**src/design/exec_cfg.svh**
```systemverilog
// Size parameters of the execute path, included by the package and by RTL that needs them
`ifndef EXEC_CFG_SVH
`define EXEC_CFG_SVH

// Lanes per vector register
// Lane 0 is the scalar lane and also carries the branch condition
`define VECTOR_LANES 4

// Hardware threads interleaved through the pipeline
`define THREADS_PER_CORE 4

// Architectural registers per thread
`define NUM_REGISTERS 32

`endif

```
**src/design/exec_pkg.sv**
```systemverilog
// Shared types of the execute path; modules import this package where they use its types
`default_nettype none

`include "exec_cfg.svh"

package exec_pkg;

	// Plain value widths
	typedef logic [31:0] scalar_t;
	typedef scalar_t [`VECTOR_LANES-1:0] vector_t;
	typedef logic [`VECTOR_LANES-1:0] lane_mask_t;
	typedef logic [$clog2(`THREADS_PER_CORE)-1:0] thread_idx_t;
	typedef logic [$clog2(`NUM_REGISTERS)-1:0] reg_idx_t;

	// Integer operations of the single cycle pipe
	typedef enum logic [5:0] {
		OP_OR, OP_AND, OP_XOR,
		OP_IADD, OP_ISUB,
		OP_LSL, OP_LSR, OP_ASR,
		OP_CLZ, OP_CTZ, OP_COPY,
		OP_EQUAL, OP_NEQUAL,
		OP_SIGTR, OP_SIGTE, OP_SILT, OP_SILTE,
		OP_UIGTR, OP_UIGTE, OP_UILT, OP_UILTE,
		OP_SEXT8, OP_SEXT16,
		OP_SHUFFLE, OP_GETLANE
	} alu_op_t;

	typedef enum logic [2:0] {
		BRANCH_ALL           = 3'b000,
		BRANCH_ZERO          = 3'b001,
		BRANCH_NOT_ZERO      = 3'b010,
		BRANCH_ALWAYS        = 3'b011,
		BRANCH_CALL_OFFSET   = 3'b100,
		BRANCH_NOT_ALL       = 3'b101,
		BRANCH_CALL_REGISTER = 3'b110
	} branch_type_t;

	// Instruction as delivered by operand fetch
	typedef struct packed {
		scalar_t pc;
		alu_op_t alu_op;
		logic is_branch;
		branch_type_t branch_type;
		scalar_t immediate_value;
		logic has_dest;
		reg_idx_t dest_reg;
	} decoded_instruction_t;

endpackage

`default_nettype wire

```
**src/design/lane_alu.sv**
```systemverilog
// Integer ALU for one vector lane; the execute stage instantiates one per lane
`timescale 1ns/1ns
`default_nettype none

`include "exec_cfg.svh"

module lane_alu
	import exec_pkg::*;
(
	input  alu_op_t alu_op,
	input  scalar_t operand1,
	input  scalar_t operand2,
	input  vector_t vector_operand1,
	output scalar_t result
);
	localparam int LANE_SEL_W = $clog2(`VECTOR_LANES);

	scalar_t difference;
	logic borrow;
	logic overflow;
	logic zero;
	logic signed_gtr;
	logic compare;
	logic [5:0] lz;
	logic [5:0] tz;
	logic shift_in_sign;
	logic [63:0] rshift_ext;
	logic [LANE_SEL_W-1:0] lane_sel;

	// One extra bit on the subtract gives the unsigned borrow
	assign {borrow, difference} = {1'b0, operand1} - {1'b0, operand2};
	assign zero = difference == '0;
	assign overflow = operand1[31] != operand2[31] && difference[31] == operand2[31];
	assign signed_gtr = overflow == difference[31];

	always_comb
	begin
		case (alu_op)
			OP_EQUAL:  compare = zero;
			OP_NEQUAL: compare = !zero;
			OP_SIGTR:  compare = signed_gtr && !zero;
			OP_SIGTE:  compare = signed_gtr || zero;
			OP_SILT:   compare = !signed_gtr && !zero;
			OP_SILTE:  compare = !signed_gtr || zero;
			OP_UIGTR:  compare = !borrow && !zero;
			OP_UIGTE:  compare = !borrow || zero;
			OP_UILT:   compare = borrow && !zero;
			OP_UILTE:  compare = borrow || zero;
			default:   compare = 1'b0;
		endcase
	end

	// Highest set bit wins for leading zeros, lowest for trailing
	always_comb
	begin
		lz = 6'd32;
		tz = 6'd32;
		for (int i = 0; i < 32; i++)
			if (operand2[i])
				lz = 6'(31 - i);
		for (int i = 31; i >= 0; i--)
			if (operand2[i])
				tz = 6'(i);
	end

	assign shift_in_sign = alu_op == OP_ASR ? operand1[31] : 1'b0;
	assign rshift_ext = {{32{shift_in_sign}}, operand1} >> operand2[4:0];
	assign lane_sel = operand2[LANE_SEL_W-1:0];

	always_comb
	begin
		case (alu_op)
			OP_OR:   result = operand1 | operand2;
			OP_AND:  result = operand1 & operand2;
			OP_XOR:  result = operand1 ^ operand2;
			OP_IADD: result = operand1 + operand2;
			OP_ISUB: result = difference;
			OP_LSL:  result = operand1 << operand2[4:0];
			OP_LSR,
			OP_ASR:  result = rshift_ext[31:0];
			OP_CLZ:  result = {26'd0, lz};
			OP_CTZ:  result = {26'd0, tz};
			OP_COPY: result = operand2;
			OP_EQUAL, OP_NEQUAL, OP_SIGTR, OP_SIGTE, OP_SILT, OP_SILTE,
			OP_UIGTR, OP_UIGTE, OP_UILT, OP_UILTE:
				result = {31'd0, compare};
			OP_SEXT8:  result = {{24{operand2[7]}}, operand2[7:0]};
			OP_SEXT16: result = {{16{operand2[15]}}, operand2[15:0]};
			OP_SHUFFLE,
			OP_GETLANE: result = vector_operand1[lane_sel];
			default: result = '0;
		endcase
	end

endmodule

`default_nettype wire

```
**src/design/branch_resolve.sv**
```systemverilog
// Branch condition and target for the execute stage, evaluated on the lane 0 operand
`timescale 1ns/1ns
`default_nettype none

module branch_resolve
	import exec_pkg::*;
(
	input  decoded_instruction_t instruction,
	input  scalar_t condition_value,
	output logic taken,
	output scalar_t target_pc
);
	logic all_ones;

	// All-lanes tests look at the low half only
	assign all_ones = condition_value[15:0] == 16'hffff;

	always_comb
	begin
		if (!instruction.is_branch)
			taken = 1'b0;
		else
		begin
			case (instruction.branch_type)
				BRANCH_ALL:      taken = all_ones;
				BRANCH_NOT_ALL:  taken = !all_ones;
				BRANCH_ZERO:     taken = condition_value == '0;
				BRANCH_NOT_ZERO: taken = condition_value != '0;
				BRANCH_ALWAYS,
				BRANCH_CALL_OFFSET,
				BRANCH_CALL_REGISTER: taken = 1'b1;
				default: taken = 1'b0;
			endcase
		end
	end

	// Register calls jump to the operand, everything else is PC relative
	assign target_pc = instruction.branch_type == BRANCH_CALL_REGISTER ? condition_value
		: instruction.pc + 32'd4 + instruction.immediate_value;

endmodule

`default_nettype wire

```
**src/design/single_cycle_execute_stage.sv**
```systemverilog
// Single cycle execute stage: lane ALUs and branch resolution, registered toward writeback
`timescale 1ns/1ns
`default_nettype none

`include "exec_cfg.svh"

module single_cycle_execute_stage
	import exec_pkg::*;
(
	input  logic clk,
	input  logic reset,

	// From operand fetch
	input  logic of_instruction_valid,
	input  decoded_instruction_t of_instruction,
	input  vector_t of_operand1,
	input  vector_t of_operand2,
	input  lane_mask_t of_mask_value,
	input  thread_idx_t of_thread_idx,

	// Rollback from writeback
	input  logic wb_rollback_en,
	input  thread_idx_t wb_rollback_thread_idx,

	// To writeback
	output logic sx_instruction_valid,
	output decoded_instruction_t sx_instruction,
	output vector_t sx_result,
	output lane_mask_t sx_mask_value,
	output thread_idx_t sx_thread_idx,
	output logic sx_rollback_en,
	output scalar_t sx_rollback_pc
);
	vector_t lane_result;
	logic branch_taken;
	scalar_t branch_target;
	logic squash;
	logic accept;

	genvar lane;
	generate
		for (lane = 0; lane < `VECTOR_LANES; lane++)
		begin : lane_gen
			lane_alu lane_alu_i (
				.alu_op(of_instruction.alu_op),
				.operand1(of_operand1[lane]),
				.operand2(of_operand2[lane]),
				.vector_operand1(of_operand1),
				.result(lane_result[lane])
			);
		end
	endgenerate

	branch_resolve branch_resolve_i (
		.instruction(of_instruction),
		.condition_value(of_operand1[0]),
		.taken(branch_taken),
		.target_pc(branch_target)
	);

	// Drop younger work of the thread being rolled back
	assign squash = wb_rollback_en && wb_rollback_thread_idx == of_thread_idx;
	assign accept = of_instruction_valid && !squash;

	always_ff @(posedge clk, posedge reset)
	begin
		if (reset)
		begin
			sx_instruction_valid <= 1'b0;
			sx_rollback_en <= 1'b0;
		end
		else
		begin
			sx_instruction_valid <= accept;
			sx_rollback_en <= accept && branch_taken;
		end
	end

	always_ff @(posedge clk)
	begin
		sx_instruction <= of_instruction;
		sx_result <= lane_result;
		sx_mask_value <= of_mask_value;
		sx_thread_idx <= of_thread_idx;
		sx_rollback_pc <= branch_target;
	end

endmodule

`default_nettype wire

```
**src/design/writeback_stage.sv**
```systemverilog
// Writeback stage: turns execute results into register writes and taken branches into rollback
`timescale 1ns/1ns
`default_nettype none

module writeback_stage
	import exec_pkg::*;
(
	input  logic clk,
	input  logic reset,

	// From execute
	input  logic sx_instruction_valid,
	input  decoded_instruction_t sx_instruction,
	input  vector_t sx_result,
	input  lane_mask_t sx_mask_value,
	input  thread_idx_t sx_thread_idx,
	input  logic sx_rollback_en,
	input  scalar_t sx_rollback_pc,

	// Register file write
	output logic wb_en,
	output reg_idx_t wb_dest_reg,
	output thread_idx_t wb_thread_idx,
	output vector_t wb_result,
	output lane_mask_t wb_write_mask,

	// Redirect, also the squash source for execute
	output logic wb_rollback_en,
	output thread_idx_t wb_rollback_thread_idx,
	output scalar_t wb_rollback_pc
);

	always_ff @(posedge clk, posedge reset)
	begin
		if (reset)
		begin
			wb_en <= 1'b0;
			wb_rollback_en <= 1'b0;
		end
		else
		begin
			// Branches without a link register write nothing
			wb_en <= sx_instruction_valid && sx_instruction.has_dest;
			wb_rollback_en <= sx_rollback_en;
		end
	end

	always_ff @(posedge clk)
	begin
		wb_dest_reg <= sx_instruction.dest_reg;
		wb_thread_idx <= sx_thread_idx;
		wb_result <= sx_result;
		wb_write_mask <= sx_mask_value;
		wb_rollback_thread_idx <= sx_thread_idx;
		wb_rollback_pc <= sx_rollback_pc;
	end

endmodule

`default_nettype wire

```
**src/design/exec_core.sv**
```systemverilog
// Top of the execute path: connects the execute stage to the writeback stage
`timescale 1ns/1ns
`default_nettype none

module exec_core
	import exec_pkg::*;
(
	input  logic clk,
	input  logic reset,

	input  logic of_instruction_valid,
	input  decoded_instruction_t of_instruction,
	input  vector_t of_operand1,
	input  vector_t of_operand2,
	input  lane_mask_t of_mask_value,
	input  thread_idx_t of_thread_idx,

	output logic wb_en,
	output reg_idx_t wb_dest_reg,
	output thread_idx_t wb_thread_idx,
	output vector_t wb_result,
	output lane_mask_t wb_write_mask,
	output logic wb_rollback_en,
	output thread_idx_t wb_rollback_thread_idx,
	output scalar_t wb_rollback_pc
);
	logic sx_instruction_valid;
	decoded_instruction_t sx_instruction;
	vector_t sx_result;
	lane_mask_t sx_mask_value;
	thread_idx_t sx_thread_idx;
	logic sx_rollback_en;
	scalar_t sx_rollback_pc;

	single_cycle_execute_stage single_cycle_execute_stage_i (
		.clk(clk),
		.reset(reset),
		.of_instruction_valid(of_instruction_valid),
		.of_instruction(of_instruction),
		.of_operand1(of_operand1),
		.of_operand2(of_operand2),
		.of_mask_value(of_mask_value),
		.of_thread_idx(of_thread_idx),
		.wb_rollback_en(wb_rollback_en),
		.wb_rollback_thread_idx(wb_rollback_thread_idx),
		.sx_instruction_valid(sx_instruction_valid),
		.sx_instruction(sx_instruction),
		.sx_result(sx_result),
		.sx_mask_value(sx_mask_value),
		.sx_thread_idx(sx_thread_idx),
		.sx_rollback_en(sx_rollback_en),
		.sx_rollback_pc(sx_rollback_pc)
	);

	writeback_stage writeback_stage_i (
		.clk(clk),
		.reset(reset),
		.sx_instruction_valid(sx_instruction_valid),
		.sx_instruction(sx_instruction),
		.sx_result(sx_result),
		.sx_mask_value(sx_mask_value),
		.sx_thread_idx(sx_thread_idx),
		.sx_rollback_en(sx_rollback_en),
		.sx_rollback_pc(sx_rollback_pc),
		.wb_en(wb_en),
		.wb_dest_reg(wb_dest_reg),
		.wb_thread_idx(wb_thread_idx),
		.wb_result(wb_result),
		.wb_write_mask(wb_write_mask),
		.wb_rollback_en(wb_rollback_en),
		.wb_rollback_thread_idx(wb_rollback_thread_idx),
		.wb_rollback_pc(wb_rollback_pc)
	);

endmodule

`default_nettype wire

```
**config.mk**
```make
export PLATFORM = sky130hd
export DESIGN_NAME = exec_core
export DESIGN_NICKNAME = d
export VERILOG_FILES = /design/src/design/exec_pkg.sv /design/src/design/lane_alu.sv /design/src/design/branch_resolve.sv /design/src/design/single_cycle_execute_stage.sv /design/src/design/writeback_stage.sv /design/src/design/exec_core.sv
export VERILOG_INCLUDE_DIRS = /design/src /design/src/design
export SDC_FILE = /design/constraint.sdc
export NUM_CORES = 2
export LEC_CHECK = 0
export BUFFER_PORTS_ARGS = -buffer_cell sky130_fd_sc_hd__buf_2
export CORE_MARGIN = 2
export CORE_UTILIZATION = 35
export CTS_CLUSTER_DIAMETER = 80
export DETAILED_ROUTE_END_ITERATION = 10
export PLACE_DENSITY_LB_ADDON = 0.08
export SLEW_MARGIN = 0
export SYNTH_ARGS = -nofsm -noshare
export SYNTH_HDL_FRONTEND = slang
export SYNTH_SLANG_ARGS = --single-unit
export TNS_END_PERCENT = 30
```
**constraint.sdc**
```tcl
create_clock -name clk -period 1.1 [get_ports clk]
set_input_delay 0.055 -clock clk [delete_from_list [all_inputs] [get_ports clk]]
set_output_delay 0.055 -clock clk [all_outputs]
set_load 0.02 [all_outputs]
```
Word-level counts from Yosys, hierarchy flattened
Index checks and enable logic that the tools add are counted.
{"block": "classes", "addsub": 10, "eq_ne": 44, "n_mux": 279, "n_reduce_logical": 66, "n_shift": 8, "bitwise_logic": 12, "n_lt_le_gt_ge": 4}
{"cell": "$pmux 32 s14", "n": 4}
{"cell": "$mux 6", "n": 256}
{"cell": "$bmux 32 s2", "n": 4}
{"cell": "$shr 64x5->32", "n": 4}
{"cell": "$add 32x32->32", "n": 5}
{"cell": "$logic_not 32->1", "n": 5}
{"cell": "$mux 32", "n": 5}
{"cell": "$sub 32x32->33", "n": 4}
{"cell": "$and 32x32->32", "n": 4}
{"cell": "$or 32x32->32", "n": 4}
{"cell": "$shl 32x5->32", "n": 4}
{"cell": "$xor 32x32->32", "n": 4}
{"cell": "$eq 6x5->1 const B", "n": 9}
{"cell": "$eq 6x4->1 const B", "n": 8}
{"cell": "$pmux 1 s10", "n": 4}
{"cell": "$add 32x3->32 const B", "n": 1}
{"cell": "$reduce_bool 32->1", "n": 1}
{"cell": "$eq 6x3->1 const B", "n": 4}
{"cell": "$logic_and 1x1->1", "n": 24}
{"cell": "$eq 16x16->1 const B", "n": 1}
{"cell": "$logic_or 1x1->1", "n": 16}
{"cell": "$logic_not 1->1", "n": 14}
{"cell": "$eq 6x2->1 const B", "n": 2}
{"cell": "$lt 2x3->1 const B", "n": 4}
{"cell": "other kinds (14)", "n": 32}
{"block": "word_totals", "register_bits": 347, "elab_cells": 444, "out_inout_bits": 175, "input_bits": 345}

Depth between registers and ports, before layout
{"block": "depth", "ltp_word": 33, "ltp_mapped": 31, "depth_no_buf": 27}

Hierarchy
From an unflattened synthesis, not the netlist that was laid out.
{"block": "unflattened", "hier_cells": 7141, "area_unflattened_um2": 54428.5}
{"mod": "lane_alu (single_cycle_execute_stage_i.lane_gen[1].lane_alu_i ...)", "area_per_inst_um2": 10824.1, "seq_area_each_um2": 0.0, "instances": 3, "cells_each": 1584}
{"mod": "lane_alu (single_cycle_execute_stage_i.lane_gen[0].lane_alu_i)", "area_per_inst_um2": 10866.7, "seq_area_each_um2": 0.0, "instances": 1, "cells_each": 1587}
{"mod": "single_cycle_execute_stage", "area_per_inst_um2": 5016.1, "seq_area_each_um2": 4974.8, "instances": 1, "cells_each": 255}
{"mod": "writeback_stage", "area_per_inst_um2": 3498.4, "seq_area_each_um2": 3473.3, "instances": 1, "cells_each": 177}
{"mod": "branch_resolve", "area_per_inst_um2": 2575.0, "seq_area_each_um2": 0.0, "instances": 1, "cells_each": 370}

Least setup slack after synthesis
No wires, ideal clock.
{"block": "synth_timing", "kind": "input to register", "startpoint": "input of_operand2[34] (netlist name)", "endpoint": "register single_cycle_execute_stage_i.sx_result[32] (netlist name)", "arrival_ns": 6.205, "required_ns": 0.981, "cell_stages": 31, "n_path_buf": 4, "setup_time_ns": 0.119, "setup_slack_ns": -5.224, "cell_sequence": "inv_1 -> clkbuf_1 -> buf_1 -> clkbuf_1 -> ha_1 -> buf_2 -> nor3_1 -> a2111oi_4 -> o2111ai_1 -> and3_1 -> nor4_1 -> o41ai_2 -> a211o_1 -> a211oi_1 -> nor2_1 -> nor2_1 -> nor2_1 -> nor2_1 -> fa_1 -> nand2_1 -> a2111o_1 -> a211o_1 -> nor3_1 -> nand4_1 -> nor4_1 -> nand4_1 -> nor4_1 -> nand4_1 -> nor4_2 -> and4b_1 -> o21ai_1"}
{"block": "synth_via", "elab_chain_cells": 31, "word_cells_on_any_way": 53, "classes_between": "add/sub (1); eq/ne (2); shift (2); mux (35); reduce/logical (13)"}
{"element": "start: declaration", "line": "exec_core.sv:14", "source": "input vector_t of_operand2,"}
{"element": "$mux 6 (30 in series)", "line": "lane_alu.sv:59", "source": "if (operand2[i])"}
{"element": "$pmux 32 s14 *", "line": "lane_alu.sv:72", "source": "case (alu_op)"}
{"element": "net single_cycle_execute_stage_i.lane_gen[1].lane_alu_i.result[0]", "line": "lane_alu.sv:14", "source": "output scalar_t result"}
{"element": "end signal: assignment", "line": "single_cycle_execute_stage.sv:82", "source": "sx_result <= lane_result;"}
{"element": "end: declaration", "line": "single_cycle_execute_stage.sv:28", "source": "output vector_t sx_result,"}
The timed path passes the listed nets; every way through them passes the cells marked *.

Final worst setup path
{"block": "layout_timing", "startpoint": "input of_operand1[5] (netlist name)", "endpoint": "register single_cycle_execute_stage_i.sx_result[0] (netlist name)"}
{"block": "layout_via", "elab_chain_cells": 8, "word_cells_on_any_way": 20, "classes_between": "add/sub (1); eq/ne (2); shift (2); mux (2); reduce/logical (13)"}
{"element": "start: declaration", "line": "exec_core.sv:13", "source": "input vector_t of_operand1,"}
{"element": "$sub 32x32->33", "line": "lane_alu.sv:31", "source": "assign {borrow, difference} = {1'b0, operand1} - {1'b0, operand2};"}
{"element": "$eq 1x1->1", "line": "lane_alu.sv:33", "source": "assign overflow = operand1[31] != operand2[31] && difference[31] == operand2[31];"}
{"element": "$logic_and 1x1->1", "line": "lane_alu.sv:33"}
{"element": "$eq 1x1->1", "line": "lane_alu.sv:34", "source": "assign signed_gtr = overflow == difference[31];"}
{"element": "$logic_not 1->1", "line": "lane_alu.sv:43, lane_alu.sv:44"}
{"element": "$logic_or 1x1->1 / $logic_and 1x1->1 (equally long branches)", "line": "lane_alu.sv:44, lane_alu.sv:43"}
{"element": "$pmux 1 s10", "line": "lane_alu.sv:38", "source": "case (alu_op)"}
{"element": "$pmux 32 s14 *", "line": "lane_alu.sv:72"}
{"element": "net single_cycle_execute_stage_i.lane_gen[0].lane_alu_i.result[0]", "line": "lane_alu.sv:14"}
Marked as above.

==> impl_results.md <==
* Highest cell delay on the worst timing path at 620 ps
* FILL cells at 13.2k
* Routed len/inst at 31.3 um
* Setup WS post-layout at -3710 ps
* Yosys reg bits at 347
* IO Port Bufs at approximately 520
* Share of cells above drive strength 1 at 0.444
* Placed Instances at 11.0k
* Mapped Cells at approximately 6.7k
* First-pass GRT wire length at 490000 um
* Largest registers: single_cycle_execute_stage_i.sx_result (128), writeback_stage_i.wb_result (128)
* RSZ-0062 raised after global routing: true
* IO Count at 520
* CP max-delay cell: fa_2
* Comb power frac at 0.601
* Full die area at about 0.15 mm2
* DRC viols at 0
* Net Sw Frac at 0.426
* Final min period at roughly 4800 ps
* Effective utilization at floorplan at 0.353
* Worst path bufs/invs at 3
* Initial antenna violation count at between 40 and 50
* Top cell by count, worst path: nand4_1
* Top cells by area, synth: dfxtp_1 14%, ha_1 11%, mux4_2 9.7%, o21ai_0 6.6%, mux2i_1 5.7%
* First drt pass iteration count at 7
* Final worst hold slack at -68.9 ps
* GPL Wtd Cong at around 1.1
* Worst slew pin tran at 884 ps
* Synth Area per Inst at about 7.5 um2
* Reg power frac at 0.201
* Post-layout nets at 10.2k
* Failing checks: negative hold slack, negative setup slack
* Asr flop ratio synth at 0.0115
* Final hold violations at 2
* Internal power at ~42000 uW
* Die X at 381 um
* Die height at 381 um
* GRT Total Usage at 0.461
* Longest Clk Path Bufs at 3
* Synth Cell Area at 0.0498 mm2
* Vias/cell at 6.25
* Status: finished, violations left
* Num rows at roughly 140
* Yosys warns at 0
* Latest clock arrival within the worst-skew pair at around 650 ps
* Most frequent cell after synthesis: nor2_1
* Clock Skew at around 9.9 ps
* Worst setup EP type: flop
* Required time of the critical path at approximately 1600 ps
* Area grow syn2layout at 64.7%
* Final WL at 356000 um
* Commonest cells post-synth: 743 x nor2_1, 656 x o21ai_0, 555 x a21oi_1, 473 x nand2_1, 449 x ha_1
* Critical Path Fanout Max at 4
* H-tree lvl count at 2
* Worst hold path type: in2reg
* CTS Sinks at ~350
* Fin crit share at 4.37
* Non-Filler Instances at between 10k and 15k
* Critical Path Start Type: input port
* Clock power share at 0.198
* Pleak at approximately 0.038 uW
* Setup Crit Path Kind: in2reg
* Sw Pwr at roughly 31000 uW
* Slew HR at 0.405
* Max-cap violations at 0
* Sequential share of the synthesized area at 0.140
* Synth area leader: dfxtp_1
* Synth unique cells at about 110
* Max-slew violations at 0
* CTS tree: done
* Post-DP HPWL at 279000 um
* Arr. time, crit path at between 5000 and 6000 ps
* Peak Freq at 0.208 GHz
* PnR Total Power at about 73000 uW
* Vias in the first global route at 66.8k
* Initial drt markers at 10.1k
* Core Area at between 0.1 and 0.15 mm2
* CTS clk-pin slew, worst paths at roughly 60 ps
* Via count at between 70k and 80k
* Root Buffer: clkbuf_16
* Peak VDD IR at between 1.5 and 2 mV
* Post-synth EDFFs at 0
* CTS buffer count at between 40 and 50
* Largest net degree at the start of global routing at 73
* Synthesized net count at ~7.5k
* Antenna Nets Post-Route at 0
* Global route total overflow at 0
* Top-area cell type share of the netlist area at 0.138
* Ys flop type: dfxtp_1
* PwrDens at 891 mW/mm2
* CP top delay family: compound AO/OA/AOI/OAI gates
* Final setup viols at 330
-- path summary, 6_finish.rpt --
check,startpoint,end,slack [ps],cells after the start
hold / removal,of_instruction[7],single_cycle_execute_stage_i.sx_rollback_pc[2],-70,5
hold reg to reg,single_cycle_execute_stage_i.sx_thread_idx[0],writeback_stage_i.wb_thread_idx[0],320,0
setup reg to reg,writeback_stage_i.wb_thread_idx[1],single_cycle_execute_stage_i.sx_rollback_en,120,4
setup / recovery,of_operand1[5],single_cycle_execute_stage_i.sx_result[0],-3710,28
max in group asynchronous,reset,writeback_stage_i.wb_en,540,4
min in group asynchronous,reset,single_cycle_execute_stage_i.sx_instruction_valid,410,4
-- power by group through the flow --
stage | clock (uW) | sequential [uW] | combinational [uW]
after global routing | 15300 | 14800 | 45400
after detailed placement | 0 | 15000 | 37100
after global placement | 0 | 14900 | 37100
after CTS | 14800 | 14700 | 40000
after floorplan | 0 | 15900 | 16100
final | 14500 | 14700 | 44000
-- worst min-delay path: stages --
cell and delay, ps:
buf_6 70, ha_4 130, fa_2 180, nand2_1 40, o21ai_0 50
-- metrics by stage --
stage          setup WS [ps]  instance area (um2)  utilization  hold WS (ps)  TNS (ps)
6_report               -3710                82100        0.581         -68.9   -209490
2_1_floorplan          -4100                51200            -          -179   -240230
5_1_grt                -3970                82100        0.580         -60.5   -223780
3_5_place_dp           -4720                72300        0.511         -58.0   -398900
3_3_place_gp           -4630                72300        0.511         -67.5   -397990
4_1_cts                -3700                78600        0.556         -19.7   -204830
-- logic make-up after synthesis --
group,synth area share
adder cells (fa/ha/maj),0.118
XOR/XNOR,0.0258
multiplexers,0.158
AO/OA/AOI/OAI,0.311
flip-flops,0.140
AND/OR/NAND/NOR,0.174
buffers and inverters,0.0742
-- per-layer routing --
layer	track usage	wire length, um
met5	0	245
met2	0.674	146000
met4	0.284	29000
met3	0.128	42400
met1	0.596	139000
-- area by class of cell --
class | count | area, um2 | area share
Antenna cell | 16 | 40.0 | 0.000488
Clock buffer | 58 | 1210 | 0.0148
Clock inverter | 20 | 219 | 0.00267
Inverter | 405 | 1660 | 0.0202
Multi-Input combinational cell | 5385 | 43700 | 0.532
Sequential cell | 347 | 6970 | 0.0849
Tap cell | 1890 | 2360 | 0.0288
Timing Repair Buffer | 3241 | 26000 | 0.316
-- placed cells by master, fill, tap and decap left out, types with 95 or more instances in the layout --
| cell type | n |
|---|---|
| buf_4 | 2447 |
| xnor2_1 | 97 |
| dfxtp_1 | 343 |
| mux2i_1 | 268 |
| nor2_1 | 705 |
| a21oi_1 | 480 |
| nor3_1 | 118 |
| buf_6 | 115 |
| buf_2 | 466 |
| o211ai_1 | 152 |
| ha_1 | 357 |
| o21ai_0 | 527 |
| a221oi_1 | 126 |
| inv_1 | 318 |
| nand3_1 | 95 |
| nand2_1 | 451 |
| mux4_2 | 214 |
-- what timing repair did --
item / in CTS / in global routing
gates cloned: 25 / 10
hold buffers: 58 / 3
endpoints found under the hold margin: 56 / 4
buffers inserted: 102 / 111
gates resized for setup: 645 / 578
pin swaps: 223 / 282
setup endpoints to repair: 330 / 330
No activity file was read; power rests on OpenSTA's default activity.
